--- src/rtl/eeprom_pkg.sv ---
package eeprom_pkg;

    typedef enum logic
    {
        OP_WRITE = 1'b0,
        OP_READ  = 1'b1
    } eeprom_op_e;

    // one queued byte transfer
    typedef struct packed
    {
        eeprom_op_e  op;
        logic [10:0] addr;
        logic [7:0]  data;
    } eeprom_cmd_t;

    // result of a finished transfer
    typedef struct packed
    {
        logic [7:0] data;
        logic       nack;
    } eeprom_rsp_t;

    localparam logic [3:0] DEV_CODE = 4'b1010; // upper nibble of the control byte

    // APB register offsets
    localparam logic [7:0] REG_CMD    = 8'h00;
    localparam logic [7:0] REG_STATUS = 8'h04;
    localparam logic [7:0] REG_RDATA  = 8'h08;

endpackage

--- src/rtl/apb_eeprom_regs.sv ---
module apb_eeprom_regs
(
    input  logic                    CLK,
    input  logic                    RESET,
    input  logic                    psel,
    input  logic                    penable,
    input  logic                    pwrite,
    input  logic [7:0]              paddr,
    input  logic [31:0]             pwdata,
    output logic [31:0]             prdata,
    output logic                    pready,
    output logic                    pslverr,
    output logic                    push,
    output eeprom_pkg::eeprom_cmd_t push_cmd,
    input  logic                    full,
    input  logic                    not_empty,
    input  logic                    active,
    input  logic                    rsp_valid,
    input  logic                    rsp_read,
    input  eeprom_pkg::eeprom_rsp_t rsp
);
    import eeprom_pkg::*;

    logic       access;
    logic       cmd_wr;
    logic       rdata_rd;
    logic       nack_sticky;
    logic       rd_valid;
    logic [7:0] rdata;
    logic [3:0] status;

    assign access   = psel && penable;
    assign cmd_wr   = access && pwrite && (paddr == REG_CMD);
    assign rdata_rd = access && !pwrite && (paddr == REG_RDATA);

    assign pready  = 1'b1; // no wait states
    assign push    = cmd_wr && !full;
    assign pslverr = cmd_wr && full; // overflow, command dropped

    always_comb
    begin
        push_cmd.op   = eeprom_op_e'(pwdata[20]);
        push_cmd.addr = pwdata[18:8];
        push_cmd.data = pwdata[7:0];
    end

    assign status = {rd_valid, nack_sticky, full, not_empty || active};

    always_comb
    begin
        prdata = '0;
        if (psel && !pwrite)
        begin
            case (paddr)
                REG_STATUS: prdata = {28'b0, status};
                REG_RDATA:  prdata = {24'b0, rdata};
                default:    prdata = '0;
            endcase
        end
    end

    always_ff @(posedge CLK)
    begin
        if (RESET)
        begin
            nack_sticky <= 1'b0;
            rd_valid    <= 1'b0;
        end
        else
        begin
            if (rdata_rd)
                rd_valid <= 1'b0;
            if (rsp_valid)
            begin
                nack_sticky <= rsp.nack;
                if (rsp_read)
                    rd_valid <= !rsp.nack; // a refused read invalidates old data
            end
        end
    end

    always_ff @(posedge CLK)
    begin
        if (rsp_valid && rsp_read && !rsp.nack)
            rdata <= rsp.data;
    end

endmodule

--- src/rtl/cmd_fifo.sv ---
module cmd_fifo
#(
    parameter int FIFO_DEPTH = 4
)
(
    input  logic                    CLK,
    input  logic                    RESET,
    input  logic                    push,
    input  eeprom_pkg::eeprom_cmd_t push_cmd,
    output logic                    full,
    input  logic                    pop,
    output logic                    not_empty,
    output eeprom_pkg::eeprom_cmd_t head_cmd
);
    import eeprom_pkg::*;

    localparam int PTR_W = (FIFO_DEPTH > 1) ? $clog2(FIFO_DEPTH) : 1;
    localparam int CNT_W = $clog2(FIFO_DEPTH + 1);

    eeprom_cmd_t mem [FIFO_DEPTH];
    logic [PTR_W-1:0] wr_ptr;
    logic [PTR_W-1:0] rd_ptr;
    logic [CNT_W-1:0] count;
    logic             do_push;
    logic             do_pop;

    assign full      = (count == CNT_W'(FIFO_DEPTH));
    assign not_empty = (count != '0);
    assign do_push   = push && !full; // ignored when full
    assign do_pop    = pop && not_empty;
    assign head_cmd  = mem[rd_ptr];

    always_ff @(posedge CLK)
    begin
        if (RESET)
        begin
            wr_ptr <= '0;
            rd_ptr <= '0;
            count  <= '0;
        end
        else
        begin
            if (do_push)
                wr_ptr <= (wr_ptr == PTR_W'(FIFO_DEPTH - 1)) ? '0 : wr_ptr + 1'b1;
            if (do_pop)
                rd_ptr <= (rd_ptr == PTR_W'(FIFO_DEPTH - 1)) ? '0 : rd_ptr + 1'b1;
            if (do_push && !do_pop)
                count <= count + 1'b1;
            else if (do_pop && !do_push)
                count <= count - 1'b1;
        end
    end

    always_ff @(posedge CLK)
    begin
        if (do_push)
            mem[wr_ptr] <= push_cmd;
    end

endmodule

--- src/rtl/i2c_eeprom_master.sv ---
module i2c_eeprom_master
#(
    parameter int CLK_DIV = 4
)
(
    input  logic                    CLK,
    input  logic                    RESET,
    input  logic                    not_empty,
    input  eeprom_pkg::eeprom_cmd_t head_cmd,
    output logic                    pop,
    output logic                    active,
    output logic                    rsp_valid,
    output logic                    rsp_read,
    output eeprom_pkg::eeprom_rsp_t rsp,
    output logic                    scl,
    output logic                    sda_low,
    input  logic                    sda_in
);
    import eeprom_pkg::*;

    localparam int TW = (CLK_DIV > 1) ? $clog2(CLK_DIV) : 1;

    typedef enum logic [2:0]
    {
        ST_IDLE,
        ST_START,
        ST_SEND,
        ST_GET_ACK,
        ST_RESTART,
        ST_RECV,
        ST_SEND_NACK,
        ST_STOP
    } state_e;

    state_e      state;
    eeprom_cmd_t cmd;
    logic [TW-1:0] tick_cnt;
    logic        tick;
    logic [1:0]  phase;    // quarter of the current bit
    logic [2:0]  bit_cnt;
    logic [1:0]  byte_cnt; // 0 ctrl, 1 addr, 2 data or read ctrl
    logic [7:0]  shreg;
    logic        nack_flag;
    logic        scl_c;
    logic        sda_low_c;
    logic [7:0]  ctrl_w;
    logic [7:0]  ctrl_r;

    assign tick   = (tick_cnt == TW'(CLK_DIV - 1));
    assign ctrl_w = {DEV_CODE, cmd.addr[10:8], 1'b0};
    assign ctrl_r = {DEV_CODE, cmd.addr[10:8], 1'b1};
    assign pop    = (state == ST_IDLE) && not_empty;
    assign active = (state != ST_IDLE) || rsp_valid;

    // scl high in quarters 1 and 2 of a normal bit
    always_comb
    begin
        scl_c     = phase[0] ^ phase[1];
        sda_low_c = 1'b0;
        case (state)
            ST_IDLE:    scl_c = 1'b1;
            ST_START:
            begin
                scl_c     = (phase != 2'd3);
                sda_low_c = phase[1]; // falls with scl high
            end
            ST_RESTART: sda_low_c = phase[1];
            ST_SEND:    sda_low_c = !shreg[7];
            ST_STOP:
            begin
                scl_c     = (phase != 2'd0);
                sda_low_c = !phase[1]; // rises with scl high
            end
            default:    sda_low_c = 1'b0; // ack, receive and master nack release sda
        endcase
    end

    always_ff @(posedge CLK)
    begin
        if (RESET)
        begin
            state     <= ST_IDLE;
            tick_cnt  <= '0;
            phase     <= 2'd0;
            bit_cnt   <= 3'd0;
            byte_cnt  <= 2'd0;
            nack_flag <= 1'b0;
            rsp_valid <= 1'b0;
            scl       <= 1'b1;
            sda_low   <= 1'b0;
        end
        else
        begin
            scl       <= scl_c;
            sda_low   <= sda_low_c;
            rsp_valid <= 1'b0;
            if (state == ST_IDLE)
            begin
                tick_cnt <= '0;
                phase    <= 2'd0;
                if (not_empty)
                begin
                    cmd       <= head_cmd;
                    nack_flag <= 1'b0;
                    state     <= ST_START;
                end
            end
            else if (!tick)
                tick_cnt <= tick_cnt + 1'b1;
            else
            begin
                tick_cnt <= '0;
                phase    <= phase + 2'd1;
                if (phase == 2'd1) // middle of scl high
                begin
                    if (state == ST_GET_ACK)
                        nack_flag <= sda_in;
                    else if (state == ST_RECV)
                        shreg <= {shreg[6:0], sda_in};
                end
                if (phase == 2'd3) // end of bit
                begin
                    case (state)
                        ST_START:
                        begin
                            shreg    <= ctrl_w;
                            byte_cnt <= 2'd0;
                            bit_cnt  <= 3'd0;
                            state    <= ST_SEND;
                        end
                        ST_RESTART:
                        begin
                            shreg    <= ctrl_r;
                            byte_cnt <= 2'd2;
                            bit_cnt  <= 3'd0;
                            state    <= ST_SEND;
                        end
                        ST_SEND:
                        begin
                            shreg   <= {shreg[6:0], 1'b0};
                            bit_cnt <= bit_cnt + 3'd1;
                            if (bit_cnt == 3'd7)
                                state <= ST_GET_ACK;
                        end
                        ST_GET_ACK:
                        begin
                            if (nack_flag)
                                state <= ST_STOP; // slave refused, abort
                            else if (byte_cnt == 2'd0)
                            begin
                                shreg    <= cmd.addr[7:0];
                                byte_cnt <= 2'd1;
                                state    <= ST_SEND;
                            end
                            else if (byte_cnt == 2'd1 && cmd.op == OP_READ)
                                state <= ST_RESTART;
                            else if (byte_cnt == 2'd1)
                            begin
                                shreg    <= cmd.data;
                                byte_cnt <= 2'd2;
                                state    <= ST_SEND;
                            end
                            else if (cmd.op == OP_READ)
                                state <= ST_RECV;
                            else
                                state <= ST_STOP;
                        end
                        ST_RECV:
                        begin
                            bit_cnt <= bit_cnt + 3'd1;
                            if (bit_cnt == 3'd7)
                                state <= ST_SEND_NACK;
                        end
                        ST_SEND_NACK: state <= ST_STOP;
                        ST_STOP:
                        begin
                            rsp_valid <= 1'b1;
                            rsp.data  <= shreg;
                            rsp.nack  <= nack_flag;
                            rsp_read  <= (cmd.op == OP_READ);
                            state     <= ST_IDLE;
                        end
                        default: state <= ST_IDLE;
                    endcase
                end
            end
        end
    end

endmodule

--- src/rtl/eeprom_ctrl_top.sv ---
module eeprom_ctrl_top
#(
    parameter int FIFO_DEPTH = 4,
    parameter int CLK_DIV    = 4
)
(
    input  logic        CLK,
    input  logic        RESET,
    input  logic        psel,
    input  logic        penable,
    input  logic        pwrite,
    input  logic [7:0]  paddr,
    input  logic [31:0] pwdata,
    output logic [31:0] prdata,
    output logic        pready,
    output logic        pslverr,
    output logic        scl,
    output logic        sda_low,
    input  logic        sda_in
);
    import eeprom_pkg::*;

    eeprom_cmd_t push_cmd;
    eeprom_cmd_t head_cmd;
    eeprom_rsp_t rsp;
    logic        push;
    logic        full;
    logic        pop;
    logic        not_empty;
    logic        active;
    logic        rsp_valid;
    logic        rsp_read;

    apb_eeprom_regs u_regs
    (
        .CLK       (CLK),
        .RESET     (RESET),
        .psel      (psel),
        .penable   (penable),
        .pwrite    (pwrite),
        .paddr     (paddr),
        .pwdata    (pwdata),
        .prdata    (prdata),
        .pready    (pready),
        .pslverr   (pslverr),
        .push      (push),
        .push_cmd  (push_cmd),
        .full      (full),
        .not_empty (not_empty),
        .active    (active),
        .rsp_valid (rsp_valid),
        .rsp_read  (rsp_read),
        .rsp       (rsp)
    );

    cmd_fifo #(.FIFO_DEPTH(FIFO_DEPTH)) u_fifo
    (
        .CLK       (CLK),
        .RESET     (RESET),
        .push      (push),
        .push_cmd  (push_cmd),
        .full      (full),
        .pop       (pop),
        .not_empty (not_empty),
        .head_cmd  (head_cmd)
    );

    i2c_eeprom_master #(.CLK_DIV(CLK_DIV)) u_master
    (
        .CLK       (CLK),
        .RESET     (RESET),
        .not_empty (not_empty),
        .head_cmd  (head_cmd),
        .pop       (pop),
        .active    (active),
        .rsp_valid (rsp_valid),
        .rsp_read  (rsp_read),
        .rsp       (rsp),
        .scl       (scl),
        .sda_low   (sda_low),
        .sda_in    (sda_in)
    );

endmodule

--- config.mk ---
export PLATFORM = sky130hd
export DESIGN_NAME = eeprom_ctrl_top
export DESIGN_NICKNAME = d
export VERILOG_FILES = /design/src/rtl/eeprom_pkg.sv /design/src/rtl/apb_eeprom_regs.sv /design/src/rtl/cmd_fifo.sv /design/src/rtl/i2c_eeprom_master.sv /design/src/rtl/eeprom_ctrl_top.sv
export SDC_FILE = /design/constraint.sdc
export NUM_CORES = 1
export LEC_CHECK = 0
export BUFFER_PORTS_ARGS = -buffer_cell sky130_fd_sc_hd__buf_2
export CAP_MARGIN = 20
export CORE_UTILIZATION = 49
export CTS_CLUSTER_SIZE = 30
export DETAILED_ROUTE_END_ITERATION = 10
export PLACE_DENSITY = 0.74
export RECOVER_POWER = 25
export SLEW_MARGIN = 20
export SYNTH_ARGS = -nofsm -noshare
export SYNTH_HDL_FRONTEND = slang
export SYNTH_SLANG_ARGS = --single-unit
--- constraint.sdc ---
create_clock -name CLK -period 2.6 [get_ports CLK]
set_clock_uncertainty 0.05 [all_clocks]
set_input_delay 0.52 -clock CLK [delete_from_list [all_inputs] [get_ports CLK]]
set_output_delay 0.52 -clock CLK [all_outputs]
set_load 0.05 [all_outputs]
Yosys cells after proc, flatten, opt, wreduce, memory -nomap -nowiden. Memories as Yosys holds them, arrays and structs flattened. A register that Yosys moved wholly into a read port is not among the register bits. Index checks and enable logic that the tools add are counted.

Bits in registers: 51. Input bits: 46. Memories kept: 1. Memory bits (writable): 80. Logic and storage cells: 152. Output and inout bits: 36.

Memories: u_fifo.mem (depth 4, bits a word 20, rd ports 1, clocked after Yosys merged registers in 1, wr ports 1, RTL line cmd_fifo.sv:20) `eeprom_cmd_t mem [FIFO_DEPTH];`.

Mux-type cells: 46. Add/sub/neg operators: 7. Eq/ne operators: 24. Bitwise logic cells: 5. Reduce and logical (&&, ||, !) cells: 50.

Operators with widths (number): $mux 8 (8); $mux 3 (12); $mux 32 (1); $pmux 8 s4 (1); $eq 3x3->1 const B (6); $logic_and 1x1->1 (16); $pmux 8 s2 (1); $pmux 3 s5 (1); $mux 2 (7); $reduce_bool 2->1 (7); $mux 1 (11); $reduce_and 5->1 (2); $reduce_bool 3->1 (3); $add 2x1->2 const B (4); $eq 2x2->1 const B (4); $eq 8x3->1 const B (1); $eq 8x4->1 const B (1); $logic_not 8->1 (1); $reduce_and 4->1 (2); $logic_not 1->1 (7); $reduce_and 7->1 (1); $add 3x1->3 const B (2); $eq 3x2->1 const B (2); $ne 2x2->1 const B (3); 18 further kinds (28).

Longest topological paths before layout.
Word-level depth: 10. Depth in mapped cells: 9. Depth with buffers taken out: 8.

Cells and area by module. A second synthesis with hierarchy kept.

Cells, all modules: 497. Area, all modules: 6957.9 µm².

Modules (own cells, without submodules): cmd_fifo (times used 1, sequential area each 2582.5 µm², area each 3368.2 µm², cells an instance 154); i2c_eeprom_master (times used 1, sequential area each 1461.4 µm², area each 2756.4 µm², cells an instance 254); apb_eeprom_regs (times used 1, sequential area each 280.3 µm², area each 833.3 µm², cells an instance 89).

Worst setup path before layout. Ideal clock, no wire load.

Path type: input -> output. Start point: input port paddr[4]. End point: output port prdata[0]. Stages: 3. Slack: -0.209 ns. Buffers on the path: 0. Data arrival time: 2.239 ns. Data required time: 2.030 ns. Cells stage by stage: or4b_4 > or3_1 > a21oi_1.

Cells in the longest elaborated chain, start to end: 3. Elaborated cells on any way between the ends: 4. Those cells by class: eq/ne (2); mux (2).

RTL lines: start: declaration (RTL line eeprom_ctrl_top.sv:12) `input logic [7:0] paddr,`; $eq 8x4->1 or $eq 8x3->1 (tied branches) (RTL line apb_eeprom_regs.sv:54) `case (paddr)`; $pmux 8 s2 * (RTL line apb_eeprom_regs.sv:54); $mux 32 * (RTL line apb_eeprom_regs.sv:52) `if (psel && !pwrite)`; end: declaration (RTL line eeprom_ctrl_top.sv:14) `output logic [31:0] prdata,`.

Mark *: on every way between the ends. The rest lies on a longest branch, timed or not.

Worst setup path after layout.
Start point: input port paddr[6]. End point: output port prdata[0].

The elaborated chain is that of the path after synthesis.

==> qor.txt <==
io pins = 82
clk root buf = clkbuf_16
Data arrival, critical path = 1950 ps
die height = 118 um
worst slew pin tran = 656 ps
Reg area = 4280 sq um
Core Box Area = 12800 sq um
layout cells sized above 1 = 20.0%
All-Layer GR Usage = 18.4%
setup TNS = 0 ps
P per Cell Area = 821 nW/um^2
Clk pin slew, worst setup/hold paths = 60 ps
final WL = 11800 um
worst path bufs/invs = 2
crit path max fanout = 4
post-DR vias/cell = 5.51
unrepaired setup endpoints after global routing = false
Slew HR = 56.1%
Syn Inst Count = 451
Cell Area, Placed = 7010 sq um
final worst path period share = 96.9%
Maximum Capacitance Violations = 0
worst min path class = in -> reg
Synth Register Bits = 151
yosys warns = 0
maximum vdd drop = 0.000569 V
IO buf count = 44
dpl ws = -131 ps
1st-pass router iterations = 4
grt total ovfl = 0
Initial Util = 51.0%
Post-DP HPWL = 7930 um
CTS tree = yes
critical path type = in -> out
diode count = 0
Clock H-tree levels = 4
Finished Cell Area = 7570 sq um
clock sink count = 151
DR DRC count = 0
DIE WIDTH = 118 um
Cell Area, Synth = 6550 sq um
worst-path cell chain = buf_2, or4b_4, or3_1, a21oi_2, clkbuf_4
synth unique cells = 51
initial antenna violation count = 0
register area share after synthesis = 65.4%
critical path's largest stage delay = 570 ps
Setup WS post-layout = 79.6 ps
Slowest cell on crit path = or4b_4
Final Core Density = 59.0%
Setup crit end kind = output port
number of flops mapped to enable cells by yosys = 126
LEAKAGE = 2.57 nW
Post-synth ARST share = 0%
Post-DRT Antenna Nets = 0
Period minus WS final = 2520 ps
GP Congestion = 0.832
via count = 3836
Final Max Tran Viols = 0
wire length of the first global-routing pass = 19400 um
final setup violation count = 0
Rows = 41
DRT iter0 DRCs = 200
Largest delay share family, worst path = simple AND/OR/NAND/NOR gates
Startpoint Class = input port
largest net degree at the start of global routing = 24
die area = 13800 sq um
fin nets = 570
Avg WL per Cell = 17.0 um
clk_lat worst skew = 410 ps
Fillers = 1035
Final Hold Viols = 0
highest clock rate = 397 MHz
outcome = finished clean
data required time at the worst endpoint = 2030 ps
Num CTS Buffers = 17
area grow syn2layout = 15.6%
Syn Area/Cell = 14.5 sq um
buffer count from post-CTS setup fixing = 0
vias in the first global route = 3767
ys flop type = edfxtp_1
area of the multi-input gates = 2040 sq um
Longest Clk Path Bufs = 2
==> area by class of cell <==
cell class / count / share of cell area, %
Inverter: 12 / 0.595
Clock buffer: 17 / 5.62
Sequential cell: 151 / 56.6
Timing Repair Buffer: 64 / 5.50
Tap cell: 172 / 2.84
Clock inverter: 15 / 1.85
Multi-Input combinational cell: 265 / 27.0
==> per-stage QoR <==
step / instances / power [mW] / hold slack (ps)
after floorplan: 474 / 3.69 / 350
after global placement: 664 / 3.91 / 352
after detailed placement: 664 / 3.94 / 355
after CTS: 696 / 6.29 / 251
after global routing: 696 / 6.48 / 293
final: 696 / 6.21 / 302
==> logic make-up after synthesis <==
group                    Yosys count  share of synthesized area (%)
AND/OR/NAND/NOR                  121                           10.2
XOR/XNOR                           3                          0.401
flip-flops                       151                           65.4
other                              2                          0.115
AO/OA/AOI/OAI                     72                           7.78
buffers and inverters             58                           4.87
adder cells (fa/ha/maj)           13                           2.60
multiplexers                      31                           8.56
==> sequential cells by signal (all words and copies together), names as in the netlist, 3 cells and up <==
signal,count
u_fifo.count,3
u_fifo.mem,80
u_master.shreg,8
u_regs.rdata,8
u_master.cmd,20
u_master.state,3
u_master.bit_cnt,3
u_master.rsp,9
==> worst paths after layout <==
| check | slack, ps | to | depth (start not counted) | start |
|---|---|---|---|---|
| worst min-delay path | 300 | u_fifo.mem[2][14] | 1 | pwdata[14] |
| worst max-delay path | 80 | prdata[0] | 5 | paddr[6] |
| worst max register to register | 360 | u_fifo.count[2] | 9 | u_master.state[0] |
| worst min register to register | 370 | u_regs.rdata[5] | 0 | u_master.rsp[6] |
==> synthesized netlist by cell type, types with 2 or more instances <==
cell type	number	area share [%]
conb_1	2	0.11
mux4_2	20	6.9
o22ai_1	9	0.86
nor2_1	30	1.7
a211oi_1	9	1.0
a22oi_1	3	0.34
nand2_1	20	1.1
mux2i_1	11	1.7
and2_1	11	1.1
nand4b_1	2	0.27
a22o_1	3	0.40
or2_2	2	0.19
xor2_1	2	0.27
buf_2	6	0.46
dfxtp_1	25	7.6
a311oi_1	6	0.80
a2bb2oi_1	2	0.27
o21ai_0	3	0.23
nand2b_1	11	1.1
nor3b_1	4	0.46
o21a_1	2	0.23
nor2b_1	7	0.67
nor4_1	2	0.19
o31ai_1	4	0.46
buf_4	25	2.9
nor3_1	9	0.69
a21oi_1	17	1.3
inv_1	12	0.69
a221o_1	2	0.31
edfxtp_1	126	58
clkbuf_1	14	0.80
nand3b_1	6	0.69
ha_1	12	2.3
nand3_1	4	0.31
or3_1	6	0.57
o32ai_1	3	0.40
nand4_1	2	0.19
a31oi_1	4	0.38
==> layout by cell type (no fill, tap or decap), types with 7 or more instances in the layout <==
cell type | synthesis | routed
and2_1 | 11 | 11
buf_2 | 6 | 17
a21oi_1 | 17 | 16
clkbuf_16 | 0 | 17
nor3_1 | 9 | 9
edfxtp_1 | 126 | 126
conb_1 | 2 | 25
nor2_1 | 30 | 30
nand2_1 | 20 | 20
nor2b_1 | 7 | 7
nand2b_1 | 11 | 11
clkbuf_1 | 14 | 19
inv_1 | 12 | 12
o22ai_1 | 9 | 9
mux4_2 | 20 | 20
mux2i_1 | 11 | 11
buf_4 | 25 | 18
dfxtp_1 | 25 | 25
a211oi_1 | 9 | 9
ha_1 | 12 | 11
==> what timing repair did <==
action / CTS / global route
endpoints found under the setup margin: 0 / 8
hold buffers: 0 / 0
gates resized for setup: 0 / 10
==> metal layers <==
layer | global-route usage [%] | up-vias | part of all wire [%]
li1 | - | 1803 | -
met1 | 22.8 | 1916 | 43
met2 | 31.2 | 110 | 52
met3 | 5.04 | 7 | 4.0
met4 | 6.17 | 0 | 0.62
met5 | 0 | - | 0
==> report_power, final <==
part	total (mW)	leakage, nW	switching, mW	internal [mW]
Clock	2.34	0.272	1.00	1.34
Combinational	0.985	0.974	0.568	0.418
Sequential	2.89	1.32	0.0908	2.80
Total	6.21	2.57	1.66	4.55
Note: power is estimated with default switching activity, not from simulation.
